`src/fdc_pkg.sv`:
```
package fdc_pkg;

  // sector geometry
  localparam int SECTOR_BYTES = 512;
  localparam int SECTOR_AW = 9;
  // N code for 512-byte sectors
  localparam logic [7:0] SECTOR_SIZE_CODE = 8'h02;

  // buffer depths
  localparam int RESULT_DEPTH = 7;
  localparam int PARAM_DEPTH = 8;

  // single result byte for bad commands and empty sense
  localparam logic [7:0] MSR_NO_CMD = 8'h80;

  // command codes, low five bits of the command byte
  localparam logic [4:0] CMD_READ_DATA = 5'h06;
  localparam logic [4:0] CMD_WRITE_DATA = 5'h05;
  localparam logic [4:0] CMD_SPECIFY = 5'h03;
  localparam logic [4:0] CMD_SENSE_DRIVE = 5'h04;
  localparam logic [4:0] CMD_RECALIBRATE = 5'h07;
  localparam logic [4:0] CMD_SENSE_INT = 5'h08;
  localparam logic [4:0] CMD_SEEK = 5'h0f;

  // interrupt code, st0 bits 7..6
  localparam logic [1:0] IC_OK = 2'b00;
  localparam logic [1:0] IC_ABNORMAL = 2'b01;

  typedef enum logic [1:0] {
    PH_IDLE,
    PH_CMD,
    PH_EXEC,
    PH_RESULT
  } fdc_phase_e;

  typedef enum logic [2:0] {
    XS_IDLE,
    XS_START_READ,
    XS_READ_WAIT,
    XS_READING,
    XS_WRITE_FILL,
    XS_COMMIT
  } xfer_state_e;

  // one-cycle bus pulses plus the written byte
  typedef struct packed {
    logic       msr_rd;
    logic       data_rd;
    logic       data_wr;
    logic [7:0] wdata;
  } bus_event_t;

  // request word to the image host
  typedef struct packed {
    logic [8:0] rsvd_hi;    // 31..23
    logic       next_id;    // 22
    logic       rsvd_w1;    // 21, second drive write
    logic       write_req;  // 20
    logic [1:0] rsvd_r1;    // 19..18
    logic       read_req;   // 17
    logic       ack_ack;    // 16
    logic       head;
    logic [6:0] cylinder;
    logic [7:0] sector;
  } disk_req_t;

  // response word from the image host
  typedef struct packed {
    logic [25:0] rsvd_hi;
    logic        ready;
    logic        done;
    logic        not_found;
    logic [2:0]  rsvd_lo;
  } disk_resp_t;

  typedef struct packed {
    logic       start_read;
    logic       start_write;
    logic       head;
    logic [6:0] cylinder;
    logic [7:0] sector;
  } xfer_cmd_t;

  typedef struct packed {
    logic finished;
    logic not_found;
  } xfer_result_t;

endpackage

```
`src/fdc_sector_fifo.sv`:
```
`timescale 1ns/10ps

module fdc_sector_fifo #(
  parameter int DEPTH = fdc_pkg::SECTOR_BYTES
) (
  input  logic       clk,
  input  logic       rst_n,
  input  logic       flush,
  input  logic       push,
  input  logic [7:0] d,
  input  logic       pop,
  output logic [7:0] q,
  output logic       empty,
  output logic       full
);

  localparam int AW = $clog2(DEPTH);

  logic [7:0] mem [DEPTH];
  // pointers wrap naturally, depth is a power of two
  logic [AW-1:0] wr_ptr;
  logic [AW-1:0] rd_ptr;
  logic [AW:0] count;

  assign empty = (count == '0);
  assign full = (count == DEPTH[AW:0]);
  // head of queue shown without a pop
  assign q = mem[rd_ptr];

  always_ff @(posedge clk) begin
    if (push) begin
      mem[wr_ptr] <= d;
    end
  end

  always_ff @(posedge clk) begin
    if (!rst_n || flush) begin
      wr_ptr <= '0;
      rd_ptr <= '0;
      count <= '0;
    end else begin
      if (push) begin
        wr_ptr <= wr_ptr + 1'b1;
      end
      if (pop) begin
        rd_ptr <= rd_ptr + 1'b1;
      end
      // simultaneous push and pop keep the count
      if (push && !pop) begin
        count <= count + 1'b1;
      end else if (pop && !push) begin
        count <= count - 1'b1;
      end
    end
  end

  // producers must watch full and empty
  assert property (@(posedge clk) disable iff (!rst_n) push |-> !full);
  assert property (@(posedge clk) disable iff (!rst_n) pop |-> !empty);

endmodule

```
`config.mk`:
```
export PLATFORM = sky130hd
export DESIGN_NAME = fdc_sector_fifo
export DESIGN_NICKNAME = d
export VERILOG_FILES = /design/src/fdc_pkg.sv /design/src/fdc_sector_fifo.sv
export SDC_FILE = /design/constraint.sdc
export NUM_CORES = 2
export LEC_CHECK = 0
export BUFFER_PORTS_ARGS = -buffer_cell sky130_fd_sc_hd__clkbuf_2
export CORE_ASPECT_RATIO = 0.9
export CORE_UTILIZATION = 30
export CTS_CLUSTER_DIAMETER = 80
export DETAILED_ROUTE_END_ITERATION = 8
export GPL_ROUTABILITY_DRIVEN = 0
export HOLD_SLACK_MARGIN = 0.15
export SYNTH_ARGS = -nofsm -noshare
export SYNTH_HDL_FRONTEND = slang
export SYNTH_SLANG_ARGS = --single-unit
```
`constraint.sdc`:
```
create_clock -name clk -period 3.3 [get_ports clk]
set_clock_uncertainty 0.1 [all_clocks]
set_input_delay 0.165 -clock clk [delete_from_list [all_inputs] [get_ports clk]]
set_output_delay 0.165 -clock clk [all_outputs]
set_load 0.05 [all_outputs]
```
==> impl_results.md <==
- Tmin final: 4800 ps
- Hold WC Path Type: input port to flop
- CTS sink cnt: 4,133
- Element type at the critical path end: primary output
- Fill count: 48,100
- Clock network power share: 43.5%
- Syn. warnings: 0
- Data required time of the critical path: 3030 ps
- Final-report hold violation count: 0
- Count of state elements after synthesis: 4,133
- WL per Instance: 28.0 µm
- Gate power share: 3.6%
- EDFF count, synth: 4,096
- Post-synth top cells: 4,096 x edfxtp_1, 966 x mux4_2, 650 x nor2_1
- Slew HR: 6.69%
- Power Dens Cells: 551 nW/µm²
- Final HPWL DP: 304,000 µm
- Overall power: 109 mW
- RSZ-0062 raised after global routing: yes
- Most Crowded Layer GR: met2
- Vias: 85,600
- Seq/Total Area, Yosys: 76.7%
- M3 GR Usage: 3.20%
- Syn-to-layout area delta: 22.9%
- Multi-input logic area: 35,900 µm²
- Die Y-Extent: 697 µm
- Switching Fraction: 20.9%
- Clock transition at path regs: 60 ps
- GR Overflow Total: 0
- P_int: 86.4 mW
- Highest Clock Rate: 208 MHz
- Ranking of synthesized cells by area: edfxtp_1 76%, mux4_2 13%, mux2i_1 1.9%
- Mapped Area: 161,000 µm²
- Fin nets: 9,238
- Top Ports: 23
- Arrival time at the worst endpoint: 4540 ps
- Clock buffer depth: 4
- Initial core utilization: 30.1%
- Drt pass-1 iters: 6
- CTS root buf: clkbuf_16
- Pins Over Slew Limit: 0
- Worst vdd ir: 0.500 mV
- GRT Total Usage: 16.6%
- Drt initial violations: 11,000
- CP max FO: 7
- Die Area: 540,000 µm²
- Met1 GRT Util: 23.1%
- # DRC: 0
- First-pass GRT wire length: 655,000 µm
- FF+latch area: 124,000 µm²
- Port Buf Inserts: 22
- TritonCTS clock tree: yes
- Die X: 775 µm
- Flop pwr share: 52.8%
- Sw power: 22.8 mW
- Unique masters post-synth: 81
- Via-to-Cell Ratio: 5.15
- Critical path class: flop to primary output
- Leak: 61.7 nW
- Pin count of the biggest net entering global routing: 148
- Most common cell in the synthesized netlist: edfxtp_1
- Synth Instances: 7,611
- H-tree depth reported by CTS: 5
- Worst-margin pin slew: 1400 ps
- Ys flop type: edfxtp_1
- Core footprint: 536,000 µm²
- Share of cells above drive strength 1: 36.5%
- Vias in the first global route: 86,400
- Final WL: 465,000 µm
- Tcrit/Tclk final: 145%
- FFs w/ async S/R, synth: 0%
- Hold Worst Slack: 194 ps
- Synth Area per Inst: 21.2 µm²
- CTS Buf Count: 417
- Net Count, Synth: 7,639
- Post-route ant nets: 0
- Met2 usage: 26.2%
- Post-synth top area share: 76.3%
- Outcome: finished, violations left
- Failing checks: setup timing
- Final worst setup slack: -1500 ps
- Startpoint Class: flop
- Max Cap Violations: 0
- Initial antenna violation count: 13
- Setup-failing EPs final: 8
- Synth area leader: edfxtp_1
- # rows: 255
- Clk Latency, worst-skew pair: 980 ps
## logic make-up after synthesis
logic type                 synth area share, %
DFF                                       76.7
xor gates and xnor gates                0.0869
AOI/OAI and AO/OA                         2.46
adders and majority gates                0.121
and+or+nand+nor                           2.58
muxes                                     16.2
buffers and inverters                     1.85
## repair_timing
action	4_1_cts	5_1_grt
setup endpoints to repair	8	83
pin swaps	41	62
cloned	12	5
hold buffers	22	0
buffers inserted	59	77
gates resized for setup	211	195
endpoints found under the hold margin	3885	0
## registers in the layout (all words and copies together), names as in the netlist, named ones only
register  count
wr_ptr        9
mem        4096
count        10
rd_ptr        9
## layer usage
layer / up-vias / wire [µm]
met5: - / 52
met4: 8 / 18100
met3: 718 / 43600
met2: 4248 / 216000
met1: 45700 / 187000
li1: 34900 / -
## cells in the final DEF (no fill, tap or decap), drive strengths merged, types with 48 or more instances in the layout
cell    count
edfxtp   4096
buf      1604
nand2     163
clkinv    202
a21oi     126
mux2       70
o221ai     48
nor2      650
mux2i     302
o22ai      71
mux4      984
clkbuf    505
o21ai     144
## critical path: stages (launching register included)
cell and delay, ps:
dfxtp_4 360, buf_12 160, buf_16 180, buf_16 170, buf_16 150, buf_16 140
mux4_2 340, mux2i_1 90, nor2_2 240, a21oi_2 60, o211ai_1 150, o2111ai_2 180
and3_4 240, nor4_4 700, buf_4 240, buf_12 130
## power by group through the flow
stage	clock network [mW]	logic (mW)	registers, mW
3_5_place_dp	0	3.59	58.8
2_1_floorplan	0	1.67	58.8
3_3_place_gp	0	3.49	58.8
4_1_cts	48.1	3.82	57.7
6_report	47.5	3.95	57.7
5_1_grt	50.0	4.14	57.7
## per-stage QoR
stage | instances | TNS [ps] | utilization [%] | instance area [µm²] | worst slack [ps]
finish | 16600 | -11080 | 37.0 | 198000 | -1500
global route | 16600 | -11460 | 37.0 | 198000 | -1520
CTS | 16600 | -11850 | 36.7 | 197000 | -1590
detailed placement | 15700 | -7920 | 33.7 | 181000 | -1580
global placement | 15700 | -8390 | 33.7 | 181000 | -1910
floorplan | 7611 | 0 | - | 161000 | 120
## worst paths after layout
kind | startpoint | to | slack (ps) | depth (start not counted)
max | flop | q[5] | -1500 | 15
min reg2reg | count[4]$_SDFFE_PP0P_ | count[4]$_SDFFE_PP0P_ | 400 | 2
max reg2reg | wr_ptr[6]$_SDFFE_PP0P_ | mem[95][7]$_DFFE_PP_ | 340 | 3
min | d[5] | mem[470][5]$_DFFE_PP_ | 190 | 2
## cell type report
type | instances | share of cell area [%]
clock inverter | 276 | 1.50
tap | 7067 | 4.46
clock buffer | 494 | 5.47
timing repair buffer | 1642 | 7.92
multi-input combinational | 2989 | 18.1
antenna | 8 | 0.0101
inverter | 27 | 0.0537
sequential | 4133 | 62.5
Power figures use the tool's default switching activity.
