<file path="src/fdc_pkg.sv">
package fdc_pkg;

  // sector geometry
  localparam int SECTOR_BYTES = 512;
  localparam int SECTOR_AW = 9;
  // N code for 512-byte sectors
  localparam logic [7:0] SECTOR_SIZE_CODE = 8'h02;

  // buffer depths
  localparam int RESULT_DEPTH = 7;
  localparam int PARAM_DEPTH = 8;

  // single result byte for bad commands and empty sense
  localparam logic [7:0] MSR_NO_CMD = 8'h80;

  // command codes, low five bits of the command byte
  localparam logic [4:0] CMD_READ_DATA = 5'h06;
  localparam logic [4:0] CMD_WRITE_DATA = 5'h05;
  localparam logic [4:0] CMD_SPECIFY = 5'h03;
  localparam logic [4:0] CMD_SENSE_DRIVE = 5'h04;
  localparam logic [4:0] CMD_RECALIBRATE = 5'h07;
  localparam logic [4:0] CMD_SENSE_INT = 5'h08;
  localparam logic [4:0] CMD_SEEK = 5'h0f;

  // interrupt code, st0 bits 7..6
  localparam logic [1:0] IC_OK = 2'b00;
  localparam logic [1:0] IC_ABNORMAL = 2'b01;

  typedef enum logic [1:0] {
    PH_IDLE,
    PH_CMD,
    PH_EXEC,
    PH_RESULT
  } fdc_phase_e;

  typedef enum logic [2:0] {
    XS_IDLE,
    XS_START_READ,
    XS_READ_WAIT,
    XS_READING,
    XS_WRITE_FILL,
    XS_COMMIT
  } xfer_state_e;

  // one-cycle bus pulses plus the written byte
  typedef struct packed {
    logic       msr_rd;
    logic       data_rd;
    logic       data_wr;
    logic [7:0] wdata;
  } bus_event_t;

  // request word to the image host
  typedef struct packed {
    logic [8:0] rsvd_hi;    // 31..23
    logic       next_id;    // 22
    logic       rsvd_w1;    // 21, second drive write
    logic       write_req;  // 20
    logic [1:0] rsvd_r1;    // 19..18
    logic       read_req;   // 17
    logic       ack_ack;    // 16
    logic       head;
    logic [6:0] cylinder;
    logic [7:0] sector;
  } disk_req_t;

  // response word from the image host
  typedef struct packed {
    logic [25:0] rsvd_hi;
    logic        ready;
    logic        done;
    logic        not_found;
    logic [2:0]  rsvd_lo;
  } disk_resp_t;

  typedef struct packed {
    logic       start_read;
    logic       start_write;
    logic       head;
    logic [6:0] cylinder;
    logic [7:0] sector;
  } xfer_cmd_t;

  typedef struct packed {
    logic finished;
    logic not_found;
  } xfer_result_t;

endpackage

</file>
<file path="src/fdc_sector_xfer.sv">
`timescale 1ns/10ps

module fdc_sector_xfer (
  input  logic                  clk,
  input  logic                  rst_n,
  input  fdc_pkg::xfer_cmd_t    xcmd,
  input  logic                  push_wr,
  input  fdc_pkg::disk_resp_t   disk_resp,
  output fdc_pkg::xfer_result_t xres,
  output fdc_pkg::disk_req_t    disk_req,
  output logic                  flush
);
  import fdc_pkg::*;

  xfer_state_e state;
  // bytes pushed by the CPU in write mode
  logic [SECTOR_AW-1:0] wr_cnt;

  always_ff @(posedge clk) begin
    flush <= 1'b0;
    xres.finished <= 1'b0;
    if (!rst_n) begin
      state <= XS_IDLE;
      disk_req <= '0;
      xres.not_found <= 1'b0;
      wr_cnt <= '0;
    end else begin
      case (state)
        // a finished read waits here while the CPU drains the FIFO
        XS_IDLE, XS_READING: begin
          if (xcmd.start_read) begin
            flush <= 1'b1;
            // new request, flip the id
            disk_req.next_id <= !disk_req.next_id;
            disk_req.read_req <= 1'b1;
            disk_req.ack_ack <= 1'b0;
            disk_req.head <= xcmd.head;
            disk_req.cylinder <= xcmd.cylinder;
            disk_req.sector <= xcmd.sector;
            state <= XS_START_READ;
          end else if (xcmd.start_write) begin
            flush <= 1'b1;
            wr_cnt <= '0;
            state <= XS_WRITE_FILL;
          end
        end
        XS_START_READ: begin
          // let a stale done from the last request drop
          if (!disk_resp.done) begin
            state <= XS_READ_WAIT;
          end
        end
        XS_READ_WAIT: begin
          if (disk_resp.done) begin
            disk_req.read_req <= 1'b0;
            disk_req.ack_ack <= 1'b1;
            if (disk_resp.not_found) begin
              xres.finished <= 1'b1;
              xres.not_found <= 1'b1;
              state <= XS_IDLE;
            end else begin
              state <= XS_READING;
            end
          end
        end
        XS_WRITE_FILL: begin
          if (push_wr) begin
            wr_cnt <= wr_cnt + 1'b1;
            // 512th byte, hand the sector to the host
            if (&wr_cnt) begin
              disk_req.next_id <= !disk_req.next_id;
              disk_req.write_req <= 1'b1;
              disk_req.ack_ack <= 1'b0;
              disk_req.head <= xcmd.head;
              disk_req.cylinder <= xcmd.cylinder;
              disk_req.sector <= xcmd.sector;
              state <= XS_COMMIT;
            end
          end
        end
        XS_COMMIT: begin
          if (disk_resp.done) begin
            disk_req.write_req <= 1'b0;
            disk_req.ack_ack <= 1'b1;
            xres.finished <= 1'b1;
            xres.not_found <= disk_resp.not_found;
            state <= XS_IDLE;
          end
        end
        default: state <= XS_IDLE;
      endcase
    end
  end

  // one request at a time, each held until the host is done
  assert property (@(posedge clk) disable iff (!rst_n)
    !(disk_req.read_req && disk_req.write_req));
  assert property (@(posedge clk) disable iff (!rst_n)
    disk_req.write_req && !disk_resp.done |=> disk_req.write_req);

endmodule

</file>
<file path="config.mk">
export PLATFORM = sky130hd
export DESIGN_NAME = fdc_sector_xfer
export DESIGN_NICKNAME = d
export VERILOG_FILES = /design/src/fdc_pkg.sv /design/src/fdc_sector_xfer.sv
export SDC_FILE = /design/constraint.sdc
export NUM_CORES = 1
export LEC_CHECK = 0
export BUFFER_PORTS_ARGS = -buffer_cell sky130_fd_sc_hd__buf_2
export CAP_MARGIN = 25
export CORE_MARGIN = 8
export CORE_UTILIZATION = 50
export CTS_CLUSTER_DIAMETER = 40
export DETAILED_ROUTE_END_ITERATION = 10
export GPL_TIMING_DRIVEN = 1
export MAX_ROUTING_LAYER = met4
export PLACE_DENSITY = 0.95
export SLEW_MARGIN = 25
export SYNTH_ARGS = -nofsm -noshare
export SYNTH_HDL_FRONTEND = slang
export SYNTH_SLANG_ARGS = --single-unit
</file>
<file path="constraint.sdc">
create_clock -name clk -period 3.5 [get_ports clk]
set_input_delay 0.7 -clock clk [delete_from_list [all_inputs] [get_ports clk]]
set_output_delay 0.7 -clock clk [all_outputs]
set_load 0.01 [all_outputs]
</file>
==> results.py <==
metrics = {
    "worst_setup_path": {
        "worstPathArrival_ns": 2.29,
        "criticalPathCategory": "reg -> reg",
        "cp_top_family": "adder cells",
        "slowest_delay_ns": 0.43,
        "critical_path_buf_inv_count": 1,
        "path_common_cell": "ha_1",
        "cp_max_fo": 18,
        "cp.required_ns": 3.67,
        "end_kind": "register",
        "critPathSlowestCell": "dfxtp_1",
        "crit_path_cell_trace": "ha_1, and4_1, ha_1, nand3_1, a21o_1, o22a_1, buf_4, mux2i_1",
        "critPathLaunchType": "register",
    },
    "timing": {
        "setup_violations": 0,
        "report.final.slew_viol_count": 0,
        "min_period_ns": 2.12,
        "finalCritPeriodShare_pct": 60.7,
        "slew_headroom_pct": 59.2,
        "max_freq_mhz": 471,
        "skew_ns": 0.00482,
        "postLayoutSetupSlackWorst_ns": 1.38,
        "grt_setup_unrepaired": "false",
        "tightest_slew_ns": 0.611,
        "setup_tns_ns": 0,
        "hold_viol": 0,
    },
    "cells_and_area": {
        "nets": 306,
        "n_fill_cell": 316,
        "fin_util_pct": 58.4,
        "n_antenna_cell": 0,
        "final_cells": 300,
        "syn_to_final_growth_pct": 14.3,
        "drive_gt1_share_pct": 25.0,
    },
    "route": {
        "dr.first_iter.drc_count": 137,
        "avgRoutedWirePerCell_um": 13.4,
        "vias_per_cell": 5.23,
        "ant_nets": 0,
        "routed_wirelength_um": 4030,
        "first_pass_iters": 4,
        "drc": 0,
        "via_count": 1570,
    },
    "logic_synthesis": {
        "synthesis.area_um2": 1840,
        "syn_avg_cell_area_um2": 8.69,
        "postSynthCellCount": 212,
        "yosys_warnings": 0,
        "synthSimpleGateAreaFrac_pct": 23.5,
        "ys_seq_area_share_pct": 38.0,
        "synth.area.mux_share_pct": 12.5,
        "synth.lib_cells_used.distinct": 47,
        "synth_flop_cell": "dfxtp_1",
        "synth-seq-cells": 35,
        "synthXorXnorAreaFrac_pct": 0.476,
        "synthAdderAreaFrac_pct": 1.36,
        "ys_async_sr_fraction_pct": 0,
        "synth_top_family_by_area": "simple AND/OR/NAND/NOR gates",
        "synth-compound-area-share_pct": 14.8,
        "synth-edff-count": 0,
    },
    "job": {
        "cap_violations": 0,
    },
    "floorplanning": {
        "die_w_um": 76.7,
        "rows": 22,
        "die_area_um2": 5880,
        "core_area_um2": 3610,
        "io_pins": 88,
        "die_height_um": 76.7,
        "start_util_pct": 51.1,
    },
    "place": {
        "post-dp-hpwl_um": 2960,
        "gp_congestion": 0.845,
        "place_ws_ns": 1.32,
        "port_buffers": 45,
        "placed_cells": 292,
    },
    "outcome": {
        "status": "complete, no violations",
    },
    "power": {
        "clock_power_share_pct": 27.7,
        "peakVddDrop_mv": 0.356,
        "p_comb_share_pct": 24.8,
        "switchingPower_mw": 0.327,
        "p_int_mw": 0.697,
        "pwr_density_cell_nw_per_um2": 486,
        "pwr-share-seq_pct": 47.5,
        "p_leak_nw": 0.975,
        "p_sw_share_pct": 31.9,
    },
    "cts": {
        "cts_num_sinks": 35,
        "cts_setup_buffers": 0,
        "tritoncts.num_buffers": 5,
        "cts_resized": 0,
        "tritoncts": "done",
        "cts_buffer_depth": 2,
        "cts-root-buf": "clkbuf_8",
        "hold_buffers": 0,
        "cts.htree.levels": 2,
        "insertion_delay_ns": 0.29,
        "clk_pin_slew_ns": 0.07,
    },
    "worst_hold_path": {
        "hp-class": "reg -> reg",
    },
    "global_routing": {
        "grt_pass1_vias": 1609,
        "grt-ovfl-total": 0,
        "antenna_found_initial": 0,
        "grt_start_max_net_pins": 42,
        "grt_first_pass_wirelength_um": 7040,
        "track_usage_pct": 14.7,
    },
}
==> cell usage in the layout, fill, tap and decap left out, types with 2 or more instances in the layout <==
master    synthesis  final
nand2_1          48     48
buf_2             5     45
dfxtp_1          35     35
mux2i_1          23     23
nand2b_1         12     12
conb_1            1     12
nor2b_1           8      8
nand3_1           6      6
a21oi_2           5      5
clkbuf_8          0      5
a21oi_1           4      4
nor2_1            4      4
a32oi_1           3      3
and4_1            2      2
a21o_1            2      2
a21boi_1          2      2
a22oi_1           2      2
o21ai_0           2      2
ha_1              2      2
buf_4            12      2
==> power groups by stage <==
stage / Sequential (mW) / Combinational [mW] / Clock [mW]
after floorplan: 0.491 / 0.198 / 0
after global placement: 0.492 / 0.246 / 0
after detailed placement: 0.495 / 0.255 / 0
after CTS: 0.486 / 0.256 / 0.293
after global routing: 0.495 / 0.281 / 0.309
final: 0.487 / 0.254 / 0.283
==> routing by layer <==
| layer | global-route usage [%] | share of wire (%) |
|---|---|---|
| met3 | 6.76 | 8.7 |
| met2 | 24.0 | 45 |
| met1 | 14.5 | 43 |
| met5 | - | 0 |
| met4 | 7.31 | 2.6 |
==> per-stage QoR <==
stage                     power [mW]  hold slack, ns  instance area [um2]
after floorplan                0.690           0.438                 1880
after global placement         0.738           0.441                 2020
after detailed placement       0.750           0.452                 2020
after CTS                       1.04           0.462                 2100
after global routing            1.08           0.483                 2100
final                           1.02           0.458                 2100
==> logic make-up (layout without fill, tap and decap cells) <==
kind of cell,after synthesis,count (layout)
buffers and inverters,27,56
AO/OA/AOI/OAI,34,34
flip-flops,35,35
XOR/XNOR,1,1
other,1,12
adder cells (fa/ha/maj),2,2
AND/OR/NAND/NOR,89,89
multiplexers,23,23
==> area by class of cell <==
class	instances	area [um2]	area share [%]
Multi-Input combinational cell	161	1010	48.2
Sequential cell	35	701	33.3
Timing Repair Buffer	47	240	11.4
Clock buffer	6	72.6	3.45
Tap cell	48	60.1	2.85
Clock inverter	2	12.5	0.595
Inverter	1	3.75	0.178
==> worst paths after layout <==
kind,startpoint,end,slack [ns],depth (start not counted)
min,disk_req[0],disk_req[0],0.46,2
max reg2reg,wr_cnt[0],disk_req[12],1.38,8
min reg2reg,disk_req[0],disk_req[0],0.46,2
max,wr_cnt[0],disk_req[12],1.38,8
==> registers in the layout, indices dropped and copies added (netlist names) <==
register,flops
flush,1
state,3
wr_cnt,9
disk_req,20
xres,2
==> worst register-to-register path, stage by stage, from the launching register on <==
cell and delay, ns:
dfxtp_1 0.43, ha_1 0.27, and4_1 0.21, ha_1 0.19
nand3_1 0.11, a21o_1 0.22, o22a_1 0.19, buf_4 0.22
mux2i_1 0.16
==> synth_stat cells (2+ instances only) <==
| cell type | n | area [um2] |
|---|---|---|
| nand2_1 | 48 | 180 |
| dfxtp_1 | 35 | 701 |
| mux2i_1 | 23 | 230 |
| buf_4 | 12 | 90.1 |
| nand2b_1 | 12 | 75.1 |
| nor2b_1 | 8 | 50.1 |
| clkbuf_1 | 6 | 22.5 |
| nand3_1 | 6 | 30.0 |
| a21oi_2 | 5 | 43.8 |
| buf_2 | 5 | 25.0 |
| a21oi_1 | 4 | 20.0 |
| nor2_1 | 4 | 15.0 |
| a32oi_1 | 3 | 26.3 |
| a21boi_1 | 2 | 15.0 |
| a21o_1 | 2 | 15.0 |
| a22oi_1 | 2 | 15.0 |
| and4_1 | 2 | 17.5 |
| buf_6 | 2 | 22.5 |
| ha_1 | 2 | 25.0 |
| o21ai_0 | 2 | 10.0 |
Note: power is estimated with default switching activity, not from simulation.
