File: config.mk
export PLATFORM = sky130hd
export DESIGN_NAME = fdc_host_port
export DESIGN_NICKNAME = d
export VERILOG_FILES = /design/src/fdc_pkg.sv /design/src/fdc_host_port.sv
export SDC_FILE = /design/constraint.sdc
export NUM_CORES = 1
export LEC_CHECK = 0
export BUFFER_PORTS_ARGS = -buffer_cell sky130_fd_sc_hd__buf_2
export CORE_UTILIZATION = 44
export DETAILED_ROUTE_END_ITERATION = 8
export PLACE_DENSITY = 0.77
export SLEW_MARGIN = 20
export SYNTH_ARGS = -nofsm -noshare
export SYNTH_HDL_FRONTEND = slang
export SYNTH_SLANG_ARGS = --single-unit
File: constraint.sdc
create_clock -name clk -period 2 [get_ports clk]
set_input_delay 0.2 -clock clk [delete_from_list [all_inputs] [get_ports clk]]
set_output_delay 0.2 -clock clk [all_outputs]
set_load 0.05 [all_outputs]
File: src/fdc_pkg.sv
package fdc_pkg;

  // sector geometry
  localparam int SECTOR_BYTES = 512;
  localparam int SECTOR_AW = 9;
  // N code for 512-byte sectors
  localparam logic [7:0] SECTOR_SIZE_CODE = 8'h02;

  // buffer depths
  localparam int RESULT_DEPTH = 7;
  localparam int PARAM_DEPTH = 8;

  // single result byte for bad commands and empty sense
  localparam logic [7:0] MSR_NO_CMD = 8'h80;

  // command codes, low five bits of the command byte
  localparam logic [4:0] CMD_READ_DATA = 5'h06;
  localparam logic [4:0] CMD_WRITE_DATA = 5'h05;
  localparam logic [4:0] CMD_SPECIFY = 5'h03;
  localparam logic [4:0] CMD_SENSE_DRIVE = 5'h04;
  localparam logic [4:0] CMD_RECALIBRATE = 5'h07;
  localparam logic [4:0] CMD_SENSE_INT = 5'h08;
  localparam logic [4:0] CMD_SEEK = 5'h0f;

  // interrupt code, st0 bits 7..6
  localparam logic [1:0] IC_OK = 2'b00;
  localparam logic [1:0] IC_ABNORMAL = 2'b01;

  typedef enum logic [1:0] {
    PH_IDLE,
    PH_CMD,
    PH_EXEC,
    PH_RESULT
  } fdc_phase_e;

  typedef enum logic [2:0] {
    XS_IDLE,
    XS_START_READ,
    XS_READ_WAIT,
    XS_READING,
    XS_WRITE_FILL,
    XS_COMMIT
  } xfer_state_e;

  // one-cycle bus pulses plus the written byte
  typedef struct packed {
    logic       msr_rd;
    logic       data_rd;
    logic       data_wr;
    logic [7:0] wdata;
  } bus_event_t;

  // request word to the image host
  typedef struct packed {
    logic [8:0] rsvd_hi;    // 31..23
    logic       next_id;    // 22
    logic       rsvd_w1;    // 21, second drive write
    logic       write_req;  // 20
    logic [1:0] rsvd_r1;    // 19..18
    logic       read_req;   // 17
    logic       ack_ack;    // 16
    logic       head;
    logic [6:0] cylinder;
    logic [7:0] sector;
  } disk_req_t;

  // response word from the image host
  typedef struct packed {
    logic [25:0] rsvd_hi;
    logic        ready;
    logic        done;
    logic        not_found;
    logic [2:0]  rsvd_lo;
  } disk_resp_t;

  typedef struct packed {
    logic       start_read;
    logic       start_write;
    logic       head;
    logic [6:0] cylinder;
    logic [7:0] sector;
  } xfer_cmd_t;

  typedef struct packed {
    logic finished;
    logic not_found;
  } xfer_result_t;

endpackage

File: src/fdc_host_port.sv
`timescale 1ns/10ps

module fdc_host_port (
  input  logic                clk,
  input  logic                rst_n,
  input  logic                ce,
  input  logic                a0,
  input  logic                rd_n,
  input  logic                wr_n,
  input  logic [7:0]          din,
  input  logic [7:0]          rd_byte,
  output fdc_pkg::bus_event_t ev,
  output logic [7:0]          dout
);

  logic rd_n_q;
  logic wr_n_q;
  logic rd_fall;
  logic wr_fall;

  // falling strobe edges, only while selected
  assign rd_fall = rd_n_q && !rd_n && ce;
  assign wr_fall = wr_n_q && !wr_n && ce;

  always_ff @(posedge clk) begin
    if (!rst_n) begin
      rd_n_q <= 1'b1;
      wr_n_q <= 1'b1;
      ev <= '0;
      dout <= 8'h00;
    end else begin
      rd_n_q <= rd_n;
      wr_n_q <= wr_n;
      // a0 low is the status register, read only
      ev.msr_rd <= rd_fall && !a0;
      ev.data_rd <= rd_fall && a0;
      ev.data_wr <= wr_fall && a0;
      ev.wdata <= din;
      // sequencer answers in the event cycle
      if (ev.msr_rd || ev.data_rd) begin
        dout <= rd_byte;
      end
    end
  end

  // CPU never drops both strobes at once
  assert property (@(posedge clk) disable iff (!rst_n)
    $onehot0({ev.msr_rd, ev.data_rd, ev.data_wr}));

endmodule

==> reports/qor.yml, run 1 <==
status: "finished, final reports clean"
drcViolationCount: 0
wire_per_inst_um: 10.84
switching_share_pct: 27.20
r2r-start: "ev[10]"
stdcell_area_sq_um: 927.1
top_usage_layer: "met2"
die_h_um: 42.51
syn_inst: 68
nets: 129
diodes: 0
relSlewSlack_pct: 70.79
hold_class: "input port to flop"
p_clk_share_pct: 25.8
leakagePower_nw: 0.4532
syn2layout_area_growth_pct: 28.42
cts_tree: "done"
hold_path_depth: 2
grt_pass1_vias: 544
fp.dieArea_sq_mm: 0.001807
crit_type: "flop to primary output"
drt-vias-per-instance: 4.680
ys_seq_area_share_pct: 58.23
min_period_over_period_pct: 66.14
cp-end-kind: "primary output"
critPathMaxStageDelay_ns: 0.50
grt_use_met3_pct: 3.879
route.vias.total: 571
crit_path_cell_trace: "buf_2"
path_max_fanout: 10
p_per_area_mw_per_mm2: 812.1
fmax_mhz: 756.0
power_switching_w: 0.0002048
insertion_delay_ns: 0.29
p_int_w: 0.0005481
drtIter0Drc: 6
cpMaxStageDelayCell: "dfxtp_1"
arrival_ns: 1.12
area.sequential_sq_um: 420.4
cp_num_buf_inv: 1
cap_violations: 0
final_layout_size_suffix_gt1_share_pct: 48.11
cts_max_path_buffers: 2
clk_pin_slew_worst_paths_ns: 0.11
reg2reg_slack_ns: 0.85
seqPwrFrac_pct: 58.7
holdCritStartpoint: "a0"
n_fill_cell: 144
use_met1_pct: 19.02
post_dp_cell_area_sq_um: 900.9
cts_root_buf: "clkbuf_4"
dp_hpwl_um: 1006
skew_ns: 0.002234
synth_nets: 90
maxSlewViolCount: 0
cts_buffers: 3
gp_congestion: 0.7194
grt_max_degree: 28
setup-tns-final_ns: 0
drt_first_pass_iters: 4
pin_count: 41
antenna_found_initial: 0
avgSynthCellArea_sq_um: 10.62
power_frac_comb_pct: 15.5
final_common_cell: "buf_2"
grt_pass1_wl_um: 2187
setup.worst_path.start_class: "flop"
utilization_pct: 60.84
yosys_warnings: 0
portBuffers: 40
syn_area_sq_um: 721.9
cp.depth: 1
coreArea_sq_mm: 0.001524
holdPathEnd: "ev[10]"
drtAntennaViolNets: 0
post_cts_buffers: 0
irDropWorstVdd_mv: 0.4991
gr-usage-all-layers_pct: 16.14
total_power_w: 0.0007529
cts_resized: 0
rsz0062_at_grt: "no"
overflow: 0
r2r_end: "dout[3]"
critPathRequiredTime_ns: 1.80
reg2reg_depth: 2
wirelength_um: 1322
setup_viol: 0
crit_family: "flip-flops"
hold_violations: 0
worst_slew_pin_slew_ns: 0.4382
cts.htree.levels: 1
die_w_um: 42.51
synth.distinct_cells: 15
grtUsageMet2_pct: 27.38
cts_sinks: 21
final_cell_mix: "buf_2, dfxtp_1, nand2_1"
multi_input_area_sq_um: 256.5
fin_crit_ns: 1.323
holdBufCountCts: 0
fp-row-count: 14
initial_core_util_pct: 47.37
synth_seq_cells: 21
## through the flow
stage                     hold slack, ns  cells  setup WS, ns
after floorplan                   0.2761     68        0.6963
after global placement            0.3842    118        0.8979
after detailed placement          0.3857    118        0.8630
after CTS                        0.06964    122        0.6821
after global routing             0.05658    122        0.6059
final                            0.07539    122        0.6772
## power groups by stage
stage | clock network, W | registers [W] | logic, W
floorplan | 0 | 0.000505 | 0.0000308
global placement | 0 | 0.000451 | 0.000116
detailed placement | 0 | 0.000452 | 0.000118
CTS | 0.000200 | 0.000442 | 0.000118
global route | 0.000220 | 0.000445 | 0.000124
finish | 0.000194 | 0.000442 | 0.000117
## cell type report
| type | instances | share of cell area [%] |
|---|---|---|
| repair buffers | 40 | 21.59 |
| flip-flops and latches | 21 | 45.34 |
| well taps | 16 | 2.159 |
| clock buffers | 4 | 2.834 |
| inverters | 1 | 0.4049 |
| multi-input cells | 40 | 27.67 |
## cell families (layout without fill, tap and decap cells)
| logic type | after synthesis | after routing | synth area share, % |
|---|---|---|---|
| simple gates | 24 | 24 | 17.50 |
| flops | 21 | 21 | 58.23 |
| compound gates | 16 | 16 | 18.02 |
| buf+inv | 7 | 45 | 6.237 |
## worst reg2reg max path, cell delays in order, from the launching register on
cell	delay, ns
dfxtp_1	0.50
or2_1	0.43
o21ai_2	0.11
## worst max-delay path by stage
| stage | start | to | slack [ns] |
|---|---|---|---|
| after detailed placement | ev[9] | dout[3] | 0.86 |
| after global placement | ev[9] | dout[2] | 0.90 |
| after floorplan | ev[10] | dout[0] | 0.70 |
| after global routing | ev[10] | ev[10] | 0.61 |
| final | ev[10] | ev[10] | 0.68 |
| after CTS | ev[10] | ev[10] | 0.68 |
## sequential cells by signal (all words and copies together) (netlist names)
| register | cells |
|---|---|
| dout | 8 |
| ev | 11 |
| wr_n_q | 1 |
| rd_n_q | 1 |
## per-layer routing
| metal | vias to the layer above | part of all wire (%) |
|---|---|---|
| met3 | 2 | 6.7 |
| met5 | - | 0 |
| li1 | 302 | - |
| met2 | 21 | 52 |
| met1 | 246 | 40 |
| met4 | 0 | 0.98 |
## Yosys cell counts, drive strengths merged
| cell type | n | area (sq um) |
|---|---|---|
| and2 | 8 | 50.05 |
| buf | 5 | 37.53 |
| clkbuf | 1 | 3.750 |
| dfxtp | 21 | 420.4 |
| inv | 1 | 3.750 |
| nand2 | 9 | 33.78 |
| nand2b | 2 | 12.51 |
| nand3b | 1 | 7.510 |
| nor2 | 1 | 3.750 |
| nor3 | 1 | 5.000 |
| nor3b | 1 | 7.510 |
| o211ai | 8 | 60.06 |
| o21ai | 8 | 70.07 |
| or2 | 1 | 6.260 |
Power figures use the tool's default switching activity.
==> inputs of run 2 (changes only) <==
ABC_AREA = 1   (was unset)
CORE_UTILIZATION = 41   (was 44)
PLACE_DENSITY = 0.73   (was 0.77)
clock period = 1.3 ns   (was 2 ns; I/O delays follow)
==> run 2 against run 1 <==
Compared with the run above: the run now ends with DRC left; area after synthesis is 1.7% lower; clock power grew 51%; critical path depth unchanged; worst setup slack lost 0.47 ns; critical endpoint unchanged.
==> reports/qor.yml, run 2 <==
status: "finished, violations left"
violations: "DRC"
cts_root_buf: "clkbuf_4"
pin_count: 41  # unchanged
gp_congestion: 0.7154  # -0.56%
path_max_fanout: 2  # -8
avgSynthCellArea_sq_um: 7.796  # -27%
skew_ns: 0.01066  # +0.008422 ns
fp-row-count: 14  # unchanged
top_regs: "ev x11, dout x8"
hold_violations: 0  # unchanged
overflow: 0  # unchanged
syn_area_sq_um: 709.4  # -1.7%
holdBufCountCts: 0  # unchanged
nets: 155  # +20%
p_per_area_mw_per_mm2: 1282  # +58%
yosys_warnings: 0  # unchanged
dp_hpwl_um: 900.6  # -10%
drt-vias-per-instance: 4.182  # -11%
fmax_mhz: 918.9
largest_reg_flops: 11  # unchanged
syn2layout_area_growth_pct: 31.22
arrival_ns: 0.96  # -0.16 ns
synth_nets: 113  # +26%
grt_pass1_vias: 505  # -7.2%
route.vias.total: 619  # +8.4%
die_h_um: 43.60  # +2.6%
fin_crit_ns: 1.088
setup-tns-final_ns: 0  # unchanged
final_common_cell: "buf_2"
final_cell_mix: "buf_2, nand2_1, dfxtp_1, nor2_1, inv_1"
gr-usage-all-layers_pct: 13.65  # -2.5 points
coreArea_sq_mm: 0.001559  # +2.3%
antenna_found_initial: 0  # unchanged
cp-end-kind: "primary output"
hold_class: "input port to flop"
synth_seq_cells: 21  # unchanged
crit_family: "flip-flops"
holdWs_ns: 0.01180  # -0.06360 ns
synth_ff_type: "dfxtp_1"
worst_slew_pin_slew_ns: 0.3175  # -0.1206 ns
initial_core_util_pct: 45.51  # -1.9 points
min_period_over_period_pct: 83.72
drcViolationCount: 3  # +3
clk_pin_slew_worst_paths_ns: 0.12  # about the same
top_register: "ev"
syn_inst: 91  # +34%
maxSlewViolCount: 0  # unchanged
grt_max_degree: 20  # -29%
n_fill_cell: 161  # +12%
crit_path_cell_trace: "buf_2"
cts_buffers: 3  # unchanged
cts_sinks: 21  # unchanged
ys_seq_area_share_pct: 59.26  # +1.0 points
final_layout_size_suffix_gt1_share_pct: 34.09  # -14 points
critPathRequiredTime_ns: 1.17  # -0.63 ns
insertion_delay_ns: 0.29  # about the same
fp.dieArea_sq_mm: 0.001901  # +5.2%
wirelength_um: 1205  # -8.9%
cts.htree.levels: 1  # unchanged
cpMaxStageDelayCell: "dfxtp_1"
relSlewSlack_pct: 78.78  # +8.0 points
fin_ws_ns: 0.2117  # -0.4655 ns
drt_first_pass_iters: 5  # +1
cts_max_path_buffers: 2  # unchanged
cap_violations: 0  # unchanged
yosys.area.top_type: "dfxtp_1"
portBuffers: 40  # unchanged
setup.worst_path.start_class: "flop"
wire_per_inst_um: 8.142  # -25%
diodes: 0  # unchanged
crit_type: "flop to primary output"
cts_tree: "done"
drtAntennaViolNets: 0  # unchanged
yosysMostFrequentCell: "nand2_1"
drtIter0Drc: 5  # -1
cts_resized: 0  # unchanged
die_w_um: 43.60  # +2.6%
netlist_top_cells_count: "nand2_1, dfxtp_1, inv_1, nor2_1, buf_4"
dpl_worst_slack_ns: 0.3815  # -0.4815 ns
rsz0062_at_grt: "no"
irDropWorstVdd_mv: 0.7109  # +42%
synth_area_leaders: "dfxtp_1, nand2_1, inv_1"
synth_edf_count: 0  # unchanged
leakagePower_nw: 0.5987  # +32%
synth.distinct_cells: 9  # -6
post_cts_buffers: 0  # unchanged
cp_num_buf_inv: 1  # unchanged
synth_top_area_share_pct: 59.26  # +1.0 points
grt_pass1_wl_um: 1966  # -10%
synthArstFlopShare_pct: 0  # unchanged
critPathMaxStageDelay_ns: 0.39  # -0.11 ns
setup_viol: 0  # unchanged
## run 2: cell count changes in the layout (fill, tap and decap cells not counted), sizes merged, moves of 2 or more
| cell | before | now |
|---|---|---|
| and2 | 8 | 0 |
| inv | 1 | 19 |
| nand2 | 9 | 26 |
| nand2b | 2 | 0 |
| nor2 | 1 | 20 |
| o211ai | 8 | 0 |
| o21ai | 8 | 0 |
## run 2: cell families after synthesis
kind of cell  share of synthesized area, %
flops                                59.26
simple gates                         26.98
buf+inv                              13.76
## run 2: worst min-delay path, cell delays in order
cell,delay (ns)
buf_2,0.07
nand2_1,0.04
inv_1,0.04
## run 2: final cells by class
class                           count  area [sq um]  area share, %
Multi-Input combinational cell     48         191.4          20.56
Timing Repair Buffer               40         200.2          21.51
Tap cell                           16         20.02          2.151
Clock inverter                      1         5.005         0.5376
Sequential cell                    21         420.4          45.16
Clock buffer                        3         22.52          2.419
Inverter                           19         71.32          7.661
## run 2: worst paths after layout
check / to / depth (start not counted) / start / slack (ns)
max: ev[10] / 1 / ev[10] / 0.21
min: ev[4] / 3 / din[4] / 0.01
max reg2reg: dout[4] / 4 / ev[9] / 0.39
min reg2reg: ev[8] / 2 / wr_n_q / 0.46
## run 2: through the flow
step | total power, W | util (%) | instance area, sq um | std cells
detailed placement | 0.0009163 | 57.95 | 903.4 | 144
global placement | 0.0009121 | 57.95 | 903.4 | 144
floorplan | 0.0008564 | - | 709.4 | 91
CTS | 0.001208 | 59.71 | 930.9 | 148
global route | 0.001259 | 59.71 | 930.9 | 148
finish | 0.001194 | 59.71 | 930.9 | 148
## run 2: report_power, final
part	switching (W)	internal (W)
logic	0.000155	0.0000595
clock network	0.000179	0.000114
registers	0.0000112	0.000675
## run 2: routing by layer
layer  global-route usage [%]  routed length, um  up-vias
li1                         -                  -      336
met1                    17.63                532      253
met2                    22.69                544       28
met3                    4.583                118        2
met4                    1.875                  9        0
met5                        0                  0        -
