$ cat config.mk
export PLATFORM = sky130hd
export DESIGN_NAME = fdc_sequencer
export DESIGN_NICKNAME = d
export VERILOG_FILES = /design/src/fdc_pkg.sv /design/src/fdc_sequencer.sv
export SDC_FILE = /design/constraint.sdc
export NUM_CORES = 1
export LEC_CHECK = 0
export ABC_AREA = 0
export BUFFER_PORTS_ARGS = -buffer_cell sky130_fd_sc_hd__buf_2
export CAP_MARGIN = 20
export CORE_MARGIN = 4
export CORE_UTILIZATION = 28
export CTS_CLUSTER_SIZE = 10
export DETAILED_ROUTE_END_ITERATION = 10
export PLACE_DENSITY_LB_ADDON = 0.12
export SYNTH_ARGS = -nofsm -noshare
export SYNTH_HDL_FRONTEND = slang
export SYNTH_SLANG_ARGS = --single-unit
$ cat constraint.sdc
create_clock -name clk -period 6.5 [get_ports clk]
set_clock_uncertainty 0.05 [all_clocks]
set_input_delay 1.3 -clock clk [delete_from_list [all_inputs] [get_ports clk]]
set_output_delay 1.3 -clock clk [all_outputs]
set_load 0.05 [all_outputs]
$ cat src/fdc_pkg.sv
package fdc_pkg;

  // sector geometry
  localparam int SECTOR_BYTES = 512;
  localparam int SECTOR_AW = 9;
  // N code for 512-byte sectors
  localparam logic [7:0] SECTOR_SIZE_CODE = 8'h02;

  // buffer depths
  localparam int RESULT_DEPTH = 7;
  localparam int PARAM_DEPTH = 8;

  // single result byte for bad commands and empty sense
  localparam logic [7:0] MSR_NO_CMD = 8'h80;

  // command codes, low five bits of the command byte
  localparam logic [4:0] CMD_READ_DATA = 5'h06;
  localparam logic [4:0] CMD_WRITE_DATA = 5'h05;
  localparam logic [4:0] CMD_SPECIFY = 5'h03;
  localparam logic [4:0] CMD_SENSE_DRIVE = 5'h04;
  localparam logic [4:0] CMD_RECALIBRATE = 5'h07;
  localparam logic [4:0] CMD_SENSE_INT = 5'h08;
  localparam logic [4:0] CMD_SEEK = 5'h0f;

  // interrupt code, st0 bits 7..6
  localparam logic [1:0] IC_OK = 2'b00;
  localparam logic [1:0] IC_ABNORMAL = 2'b01;

  typedef enum logic [1:0] {
    PH_IDLE,
    PH_CMD,
    PH_EXEC,
    PH_RESULT
  } fdc_phase_e;

  typedef enum logic [2:0] {
    XS_IDLE,
    XS_START_READ,
    XS_READ_WAIT,
    XS_READING,
    XS_WRITE_FILL,
    XS_COMMIT
  } xfer_state_e;

  // one-cycle bus pulses plus the written byte
  typedef struct packed {
    logic       msr_rd;
    logic       data_rd;
    logic       data_wr;
    logic [7:0] wdata;
  } bus_event_t;

  // request word to the image host
  typedef struct packed {
    logic [8:0] rsvd_hi;    // 31..23
    logic       next_id;    // 22
    logic       rsvd_w1;    // 21, second drive write
    logic       write_req;  // 20
    logic [1:0] rsvd_r1;    // 19..18
    logic       read_req;   // 17
    logic       ack_ack;    // 16
    logic       head;
    logic [6:0] cylinder;
    logic [7:0] sector;
  } disk_req_t;

  // response word from the image host
  typedef struct packed {
    logic [25:0] rsvd_hi;
    logic        ready;
    logic        done;
    logic        not_found;
    logic [2:0]  rsvd_lo;
  } disk_resp_t;

  typedef struct packed {
    logic       start_read;
    logic       start_write;
    logic       head;
    logic [6:0] cylinder;
    logic [7:0] sector;
  } xfer_cmd_t;

  typedef struct packed {
    logic finished;
    logic not_found;
  } xfer_result_t;

endpackage

$ cat src/fdc_sequencer.sv
`timescale 1ns/10ps

module fdc_sequencer (
  input  logic                  clk,
  input  logic                  rst_n,
  input  fdc_pkg::bus_event_t   ev,
  input  logic [1:0]            disk_wp,
  input  logic                  drive_ready,
  input  logic [7:0]            fifo_rd_q,
  input  logic                  rd_empty,
  input  logic                  wr_full,
  input  fdc_pkg::xfer_result_t xres,
  output logic [7:0]            rd_byte,
  output logic                  pop_rd,
  output logic                  push_wr,
  output logic [7:0]            wr_byte,
  output fdc_pkg::xfer_cmd_t    xcmd
);
  import fdc_pkg::*;

  fdc_phase_e phase;
  logic [4:0] ins;
  logic [PARAM_DEPTH-1:0][7:0] params;
  logic [3:0] param_len;
  logic [2:0] param_pos;
  logic [RESULT_DEPTH-1:0][7:0] results;
  logic [2:0] res_len;
  logic [2:0] res_pos;
  // present cylinder and seek bookkeeping
  logic [6:0] pcn;
  logic seek_pend;
  logic head_q;
  logic [7:0] sect_q;
  // sector bytes moved by the CPU, bit SECTOR_AW means all done
  logic [SECTOR_AW:0] xfer_cnt;
  logic start_rd_q;
  logic start_wr_q;
  logic [7:0] p0;
  logic last_param;
  logic rd_exec;
  logic wr_exec;
  logic wr_open;
  logic rfm;
  logic dio;
  logic exm;
  logic busy;
  logic [7:0] msr;

  // st0, st1, st2, C, H, R, N for read and write
  function automatic logic [RESULT_DEPTH-1:0][7:0] sector_res(
    input logic [1:0] ic,
    input logic       nf,
    input logic       wp,
    input logic [2:0] unit,
    input logic [7:0] c,
    input logic       h,
    input logic [7:0] r
  );
    logic [RESULT_DEPTH-1:0][7:0] res;
    res[0] = {ic, 1'b1, 1'b0, !drive_ready, unit};
    // no data, write protect, missing mark
    res[1] = {5'b00000, nf, wp, nf};
    res[2] = {7'b0000000, nf};
    res[3] = c;
    res[4] = {7'b0000000, h};
    res[5] = r;
    res[6] = SECTOR_SIZE_CODE;
    return res;
  endfunction

  assign rd_exec = (phase == PH_EXEC) && (ins == CMD_READ_DATA);
  assign wr_exec = (phase == PH_EXEC) && (ins == CMD_WRITE_DATA);
  assign wr_open = wr_exec && !wr_full && !xfer_cnt[SECTOR_AW];

  // status register
  assign rfm = (phase != PH_EXEC) || (rd_exec && !rd_empty) || wr_open;
  assign dio = (phase == PH_RESULT) || rd_exec;
  assign exm = (phase == PH_EXEC);
  assign busy = (phase != PH_IDLE);
  assign msr = {rfm, dio, exm, busy, 4'b0000};

  assign pop_rd = ev.data_rd && rd_exec && !rd_empty;
  assign push_wr = ev.data_wr && wr_open;
  assign wr_byte = ev.wdata;

  // sense drive unit and head byte, still on the bus
  assign p0 = ev.wdata;
  assign last_param = ({1'b0, param_pos} + 4'd1) == param_len;

  assign xcmd = '{start_read: start_rd_q, start_write: start_wr_q,
                  head: head_q, cylinder: pcn, sector: sect_q};

  always_comb begin
    rd_byte = 8'hff;
    if (ev.msr_rd) begin
      rd_byte = msr;
    end else if (ev.data_rd && phase == PH_RESULT) begin
      rd_byte = results[res_pos];
    end else if (pop_rd) begin
      rd_byte = fifo_rd_q;
    end
  end

  always_ff @(posedge clk) begin
    start_rd_q <= 1'b0;
    start_wr_q <= 1'b0;
    if (!rst_n) begin
      phase <= PH_IDLE;
      param_len <= '0;
      param_pos <= '0;
      res_len <= '0;
      res_pos <= '0;
      pcn <= '0;
      seek_pend <= 1'b0;
      xfer_cnt <= '0;
    end else if (xres.finished && phase == PH_EXEC) begin
      // write done or sector missing
      phase <= PH_RESULT;
      res_pos <= '0;
      res_len <= 3'd7;
      results <= sector_res(xres.not_found ? IC_ABNORMAL : IC_OK, xres.not_found, 1'b0,
                            params[0][2:0], {1'b0, pcn}, head_q, sect_q);
    end else if (ev.data_wr) begin
      case (phase)
        PH_IDLE: begin
          ins <= ev.wdata[4:0];
          param_pos <= '0;
          res_pos <= '0;
          phase <= PH_CMD;
          case (ev.wdata[4:0])
            CMD_READ_DATA, CMD_WRITE_DATA: param_len <= 4'd8;
            CMD_SEEK, CMD_SPECIFY: param_len <= 4'd2;
            CMD_RECALIBRATE, CMD_SENSE_DRIVE: param_len <= 4'd1;
            CMD_SENSE_INT: begin
              phase <= PH_RESULT;
              seek_pend <= 1'b0;
              if (seek_pend) begin
                res_len <= 3'd2;
                results[0] <= {IC_OK, 1'b1, 1'b0, !drive_ready, params[0][2:0]};
                results[1] <= {1'b0, pcn};
              end else begin
                res_len <= 3'd1;
                results[0] <= MSR_NO_CMD;
              end
            end
            default: begin
              phase <= PH_RESULT;
              res_len <= 3'd1;
              results[0] <= MSR_NO_CMD;
            end
          endcase
        end
        PH_CMD: begin
          params[param_pos] <= ev.wdata;
          param_pos <= param_pos + 3'd1;
          if (last_param) begin
            xfer_cnt <= '0;
            res_pos <= '0;
            case (ins)
              CMD_SEEK: begin
                pcn <= ev.wdata[6:0];
                seek_pend <= 1'b1;
                phase <= PH_IDLE;
              end
              CMD_RECALIBRATE: begin
                pcn <= '0;
                seek_pend <= 1'b1;
                phase <= PH_IDLE;
              end
              CMD_SENSE_DRIVE: begin
                // st3 fault, wp, ready, track 0, two side, head, unit
                phase <= PH_RESULT;
                res_len <= 3'd1;
                results[0] <= {1'b0, disk_wp[p0[0]], drive_ready, pcn == 7'd0, 1'b0, p0[2:0]};
              end
              CMD_READ_DATA: begin
                pcn <= params[1][6:0];
                head_q <= params[2][0];
                sect_q <= params[3];
                start_rd_q <= 1'b1;
                phase <= PH_EXEC;
              end
              CMD_WRITE_DATA: begin
                if (disk_wp[params[0][0]]) begin
                  // refused, no disk request
                  phase <= PH_RESULT;
                  res_len <= 3'd7;
                  results <= sector_res(IC_ABNORMAL, 1'b0, 1'b1, params[0][2:0],
                                        params[1], params[2][0], params[3]);
                end else begin
                  pcn <= params[1][6:0];
                  head_q <= params[2][0];
                  sect_q <= params[3];
                  start_wr_q <= 1'b1;
                  phase <= PH_EXEC;
                end
              end
              // specify, timing bytes ignored
              default: phase <= PH_IDLE;
            endcase
          end
        end
        PH_EXEC: begin
          if (push_wr) begin
            xfer_cnt <= xfer_cnt + 1'b1;
          end
        end
        default: ;
      endcase
    end else if (ev.data_rd) begin
      if (phase == PH_RESULT) begin
        if (res_pos + 3'd1 == res_len) begin
          phase <= PH_IDLE;
          res_pos <= '0;
        end else begin
          res_pos <= res_pos + 3'd1;
        end
      end else if (pop_rd) begin
        xfer_cnt <= xfer_cnt + 1'b1;
        // last byte of the sector
        if (&xfer_cnt[SECTOR_AW-1:0]) begin
          phase <= PH_RESULT;
          res_pos <= '0;
          res_len <= 3'd7;
          results <= sector_res(IC_OK, 1'b0, 1'b0, params[0][2:0], {1'b0, pcn},
                                head_q, sect_q);
        end
      end
    end
  end

endmodule

==> impl_metrics.yaml <==
route:
  totalWireLength_mm: 15.18
  drt-vias-per-instance: 5.171
  wl_per_cell_um: 19.79
  vias: 3966
  drc: 0
  antenna_left: 0
  dr.pass1.iters: 5
  drt_first_iter_violations: 293
yosys:
  yosys.area_share.simple_pct: 17.18
  synth_xor_area_share_pct: 1.611
  syn_avg_cell_area_um2: 10.65
  ys_async_sr_fraction_pct: 0
  synth_edf_count: 67
  synth_mux_area_share_pct: 6.374
  ys.flop_type: "edfxtp_1"
  synth_seq_area_share_pct: 51.00
  syn-cell-area_um2: 5280
  ys_ff_latch: 101
  synthAdderAreaFrac_pct: 1.137
  synth_top_family_by_area: "compound AO/OA/AOI/OAI gates"
  syn-instance-count: 496
  synth_cell_type_count: 70
  yosys_warnings: 0
  synth.net_count: 528
  synth-compound-area-share_pct: 18.08
cells_and_area:
  syn_to_final_growth_pct: 14.69
  multi_input_area_um2: 2361
  layout.nets: 565
  drive_gt1_share_pct: 22.30
  ff_latch_area_um2: 2693
  mostFrequentLayoutCell: "edfxtp_1"
  final_cell_mix: "67 x edfxtp_1, 63 x buf_2, 34 x dfxtp_1"
  fin_util_pct: 33.15
  antennaDiodeCount: 0
  fillers: 1844
critical_path:
  slowest_stage: "or3_1"
  critPathTopFamily: "simple AND/OR/NAND/NOR gates"
  cp-end-kind: "primary output"
  cp.required_ns: 5.15
  cp.arrival_ns: 2.71
  crit_path_max_incr_delay_ns: 0.56
  crit_path_start_kind: "input pin"
  crit_chain: "buf_2 > nand3b_1 > or3_1 > a2bb2oi_1 > o32a_1 > buf_2"
  crit_path_max_fanout: 9
  crit_top_cell: "buf_2"
  worst-path-buf-inv: 2
  crit_type: "in2out"
clock_tree:
  root_buffer: "clkbuf_16"
  cts_resized: 0
  cts_setup_buffers: 0
  hold_buffers: 0
  clkLatencyLatePin_ns: 0.36
  clock_sinks: 101
  numCtsBuffers: 9
  cts_buffer_depth: 2
  clkSlewWorstSetupHoldPaths_ns: 0.07
  cts_max_level: 3
  tritoncts: "built"
die:
  die_w_um: 145.3
  rows: 49
  io_pins: 64
  core-area_um2: 18270
  start_util_pct: 28.90
  die_area_um2: 21120
  die_h_um: 145.3
sta:
  finalCritPeriodShare_pct: 62.48
  slew_violations: 0
  worstMarginPinSlew_ns: 0.8878
  maxSlewHeadroom_pct: 40.42
  finalSetupTns_ns: 0
  finalHoldViolCount: 0
  fmax_ghz: 0.2462
  post-route-min-period_ns: 4.061
  final-setup-viol-count: 0
  rsz0062_at_grt: "false"
grt:
  grt_start_max_net_pins: 29
  grt_pass1_wl_mm: 23.85
  grt_pass1_vias: 3875
  grt-ovfl-total: 0
  antenna_found_initial: 0
  grt_util_all_layers_pct: 14.35
pwr:
  p_leak_nw: 2.212
  power_frac_comb_pct: 12.0
  p_int_mw: 1.038
  p_per_area_nw_per_um2: 239.3
  power_switching_mw: 0.4109
  sequentialPowerShare_pct: 49.9
  clock_power_share_pct: 38.1
  swShare_pct: 28.35
  vdd.ir_drop.worst_v: 0.0001278
placed_design:
  portBuffers: 63
  gp_congestion: 0.7938
  hpwl_mm: 11.39
run_status:
  run_status: "finished, final reports clean"
flow_run:
  max_cap_violations: 0
worst_hold_path:
  min-delay-path-class: "reg2reg"
[through the flow]
step | worst slack [ns] | power [mW] | std cells | hold WS (ns) | instance area (µm²)
floorplan | 2.138 | 0.8560 | 496 | 0.3722 | 5280
global placement | 2.488 | 0.9112 | 747 | 0.3882 | 5712
detailed placement | 2.444 | 0.9109 | 747 | 0.3950 | 5712
CTS | 2.443 | 1.464 | 763 | 0.4150 | 6028
global route | 2.274 | 1.515 | 767 | 0.4289 | 6056
finish | 2.439 | 1.449 | 767 | 0.4122 | 6056
[cell families after synthesis]
logic type | after synthesis
flops | 101
compound gates | 134
mux | 30
xor+xnor | 8
fa+ha+maj | 5
buf+inv | 52
simple gates | 166
[power by group through the flow]
stage | clock, mW | combinational, mW | sequential (mW)
after floorplan | 0 | 0.131 | 0.725
after global placement | 0 | 0.173 | 0.738
after detailed placement | 0 | 0.172 | 0.739
after CTS | 0.567 | 0.173 | 0.724
after global routing | 0.599 | 0.191 | 0.726
final | 0.552 | 0.173 | 0.724
[cell type report]
type                            instances  area share (%)
Timing Repair Buffer                   71           6.157
Tap cell                              229           4.731
Clock inverter                          7           1.508
Clock buffer                            9           3.719
Inverter                                7          0.4339
Multi-Input combinational cell        343           38.99
Sequential cell                       101           44.46
[cell usage after synthesis (6+ instances only)]
cell | number | area, µm²
buf_4 | 11 | 82.58
o21bai_1 | 7 | 52.55
dfxtp_1 | 34 | 680.7
nand2_1 | 29 | 108.9
inv_1 | 6 | 22.52
nor2_1 | 29 | 108.9
a31oi_1 | 7 | 43.79
nand3_1 | 11 | 55.05
a22oi_1 | 8 | 60.06
a211oi_1 | 6 | 45.04
mux2_2 | 19 | 214.0
nor3_1 | 19 | 95.09
o21ai_0 | 32 | 160.2
mux2i_1 | 10 | 100.1
clkbuf_1 | 25 | 93.84
nor4_1 | 6 | 37.54
nor2b_1 | 15 | 93.84
nand2b_1 | 10 | 62.56
edfxtp_1 | 67 | 2012
and3_1 | 14 | 87.58
o211a_1 | 7 | 70.07
a21oi_1 | 20 | 100.1
buf_2 | 6 | 30.03
nand3b_1 | 7 | 52.55
[routing by layer]
metal / up-vias / part of all wire, % / global-route usage, %
met2: 84 / 45 / 21.87
met4: 0 / 0.85 / 3.846
met1: 1908 / 50 / 21.13
li1: 1967 / - / -
met3: 7 / 3.6 / 2.339
met5: - / 0 / 0
[worst paths after layout]
| check | slack (ns) | cells past startpoint | start | endpoint |
|---|---|---|---|---|
| min | 0.41 | 0 | params[28] | sect_q[4] |
| max reg2reg | 2.95 | 11 | xfer_cnt[0] | results[3] |
| min reg2reg | 0.41 | 0 | params[28] | sect_q[4] |
| max | 2.44 | 6 | ev[9] | rd_byte[7] |
[sequential cells by signal, indices dropped and copies added, names as in the netlist]
register    count
param_pos       3
phase           2
seek_pend       1
start_rd_q      1
head_q          1
pcn             7
start_wr_q      1
xfer_cnt       10
results        33
res_pos         3
ins             5
sect_q          8
res_len         3
param_len       3
params         20
[worst register-to-register path, delay by kind of cell, from the launching register on]
family        cells  cell delay, ns
flops             1            0.38
fa+ha+maj         2            0.37
simple gates      8            2.17
buf+inv           1            0.27
No activity file was read; power rests on OpenSTA's default activity.
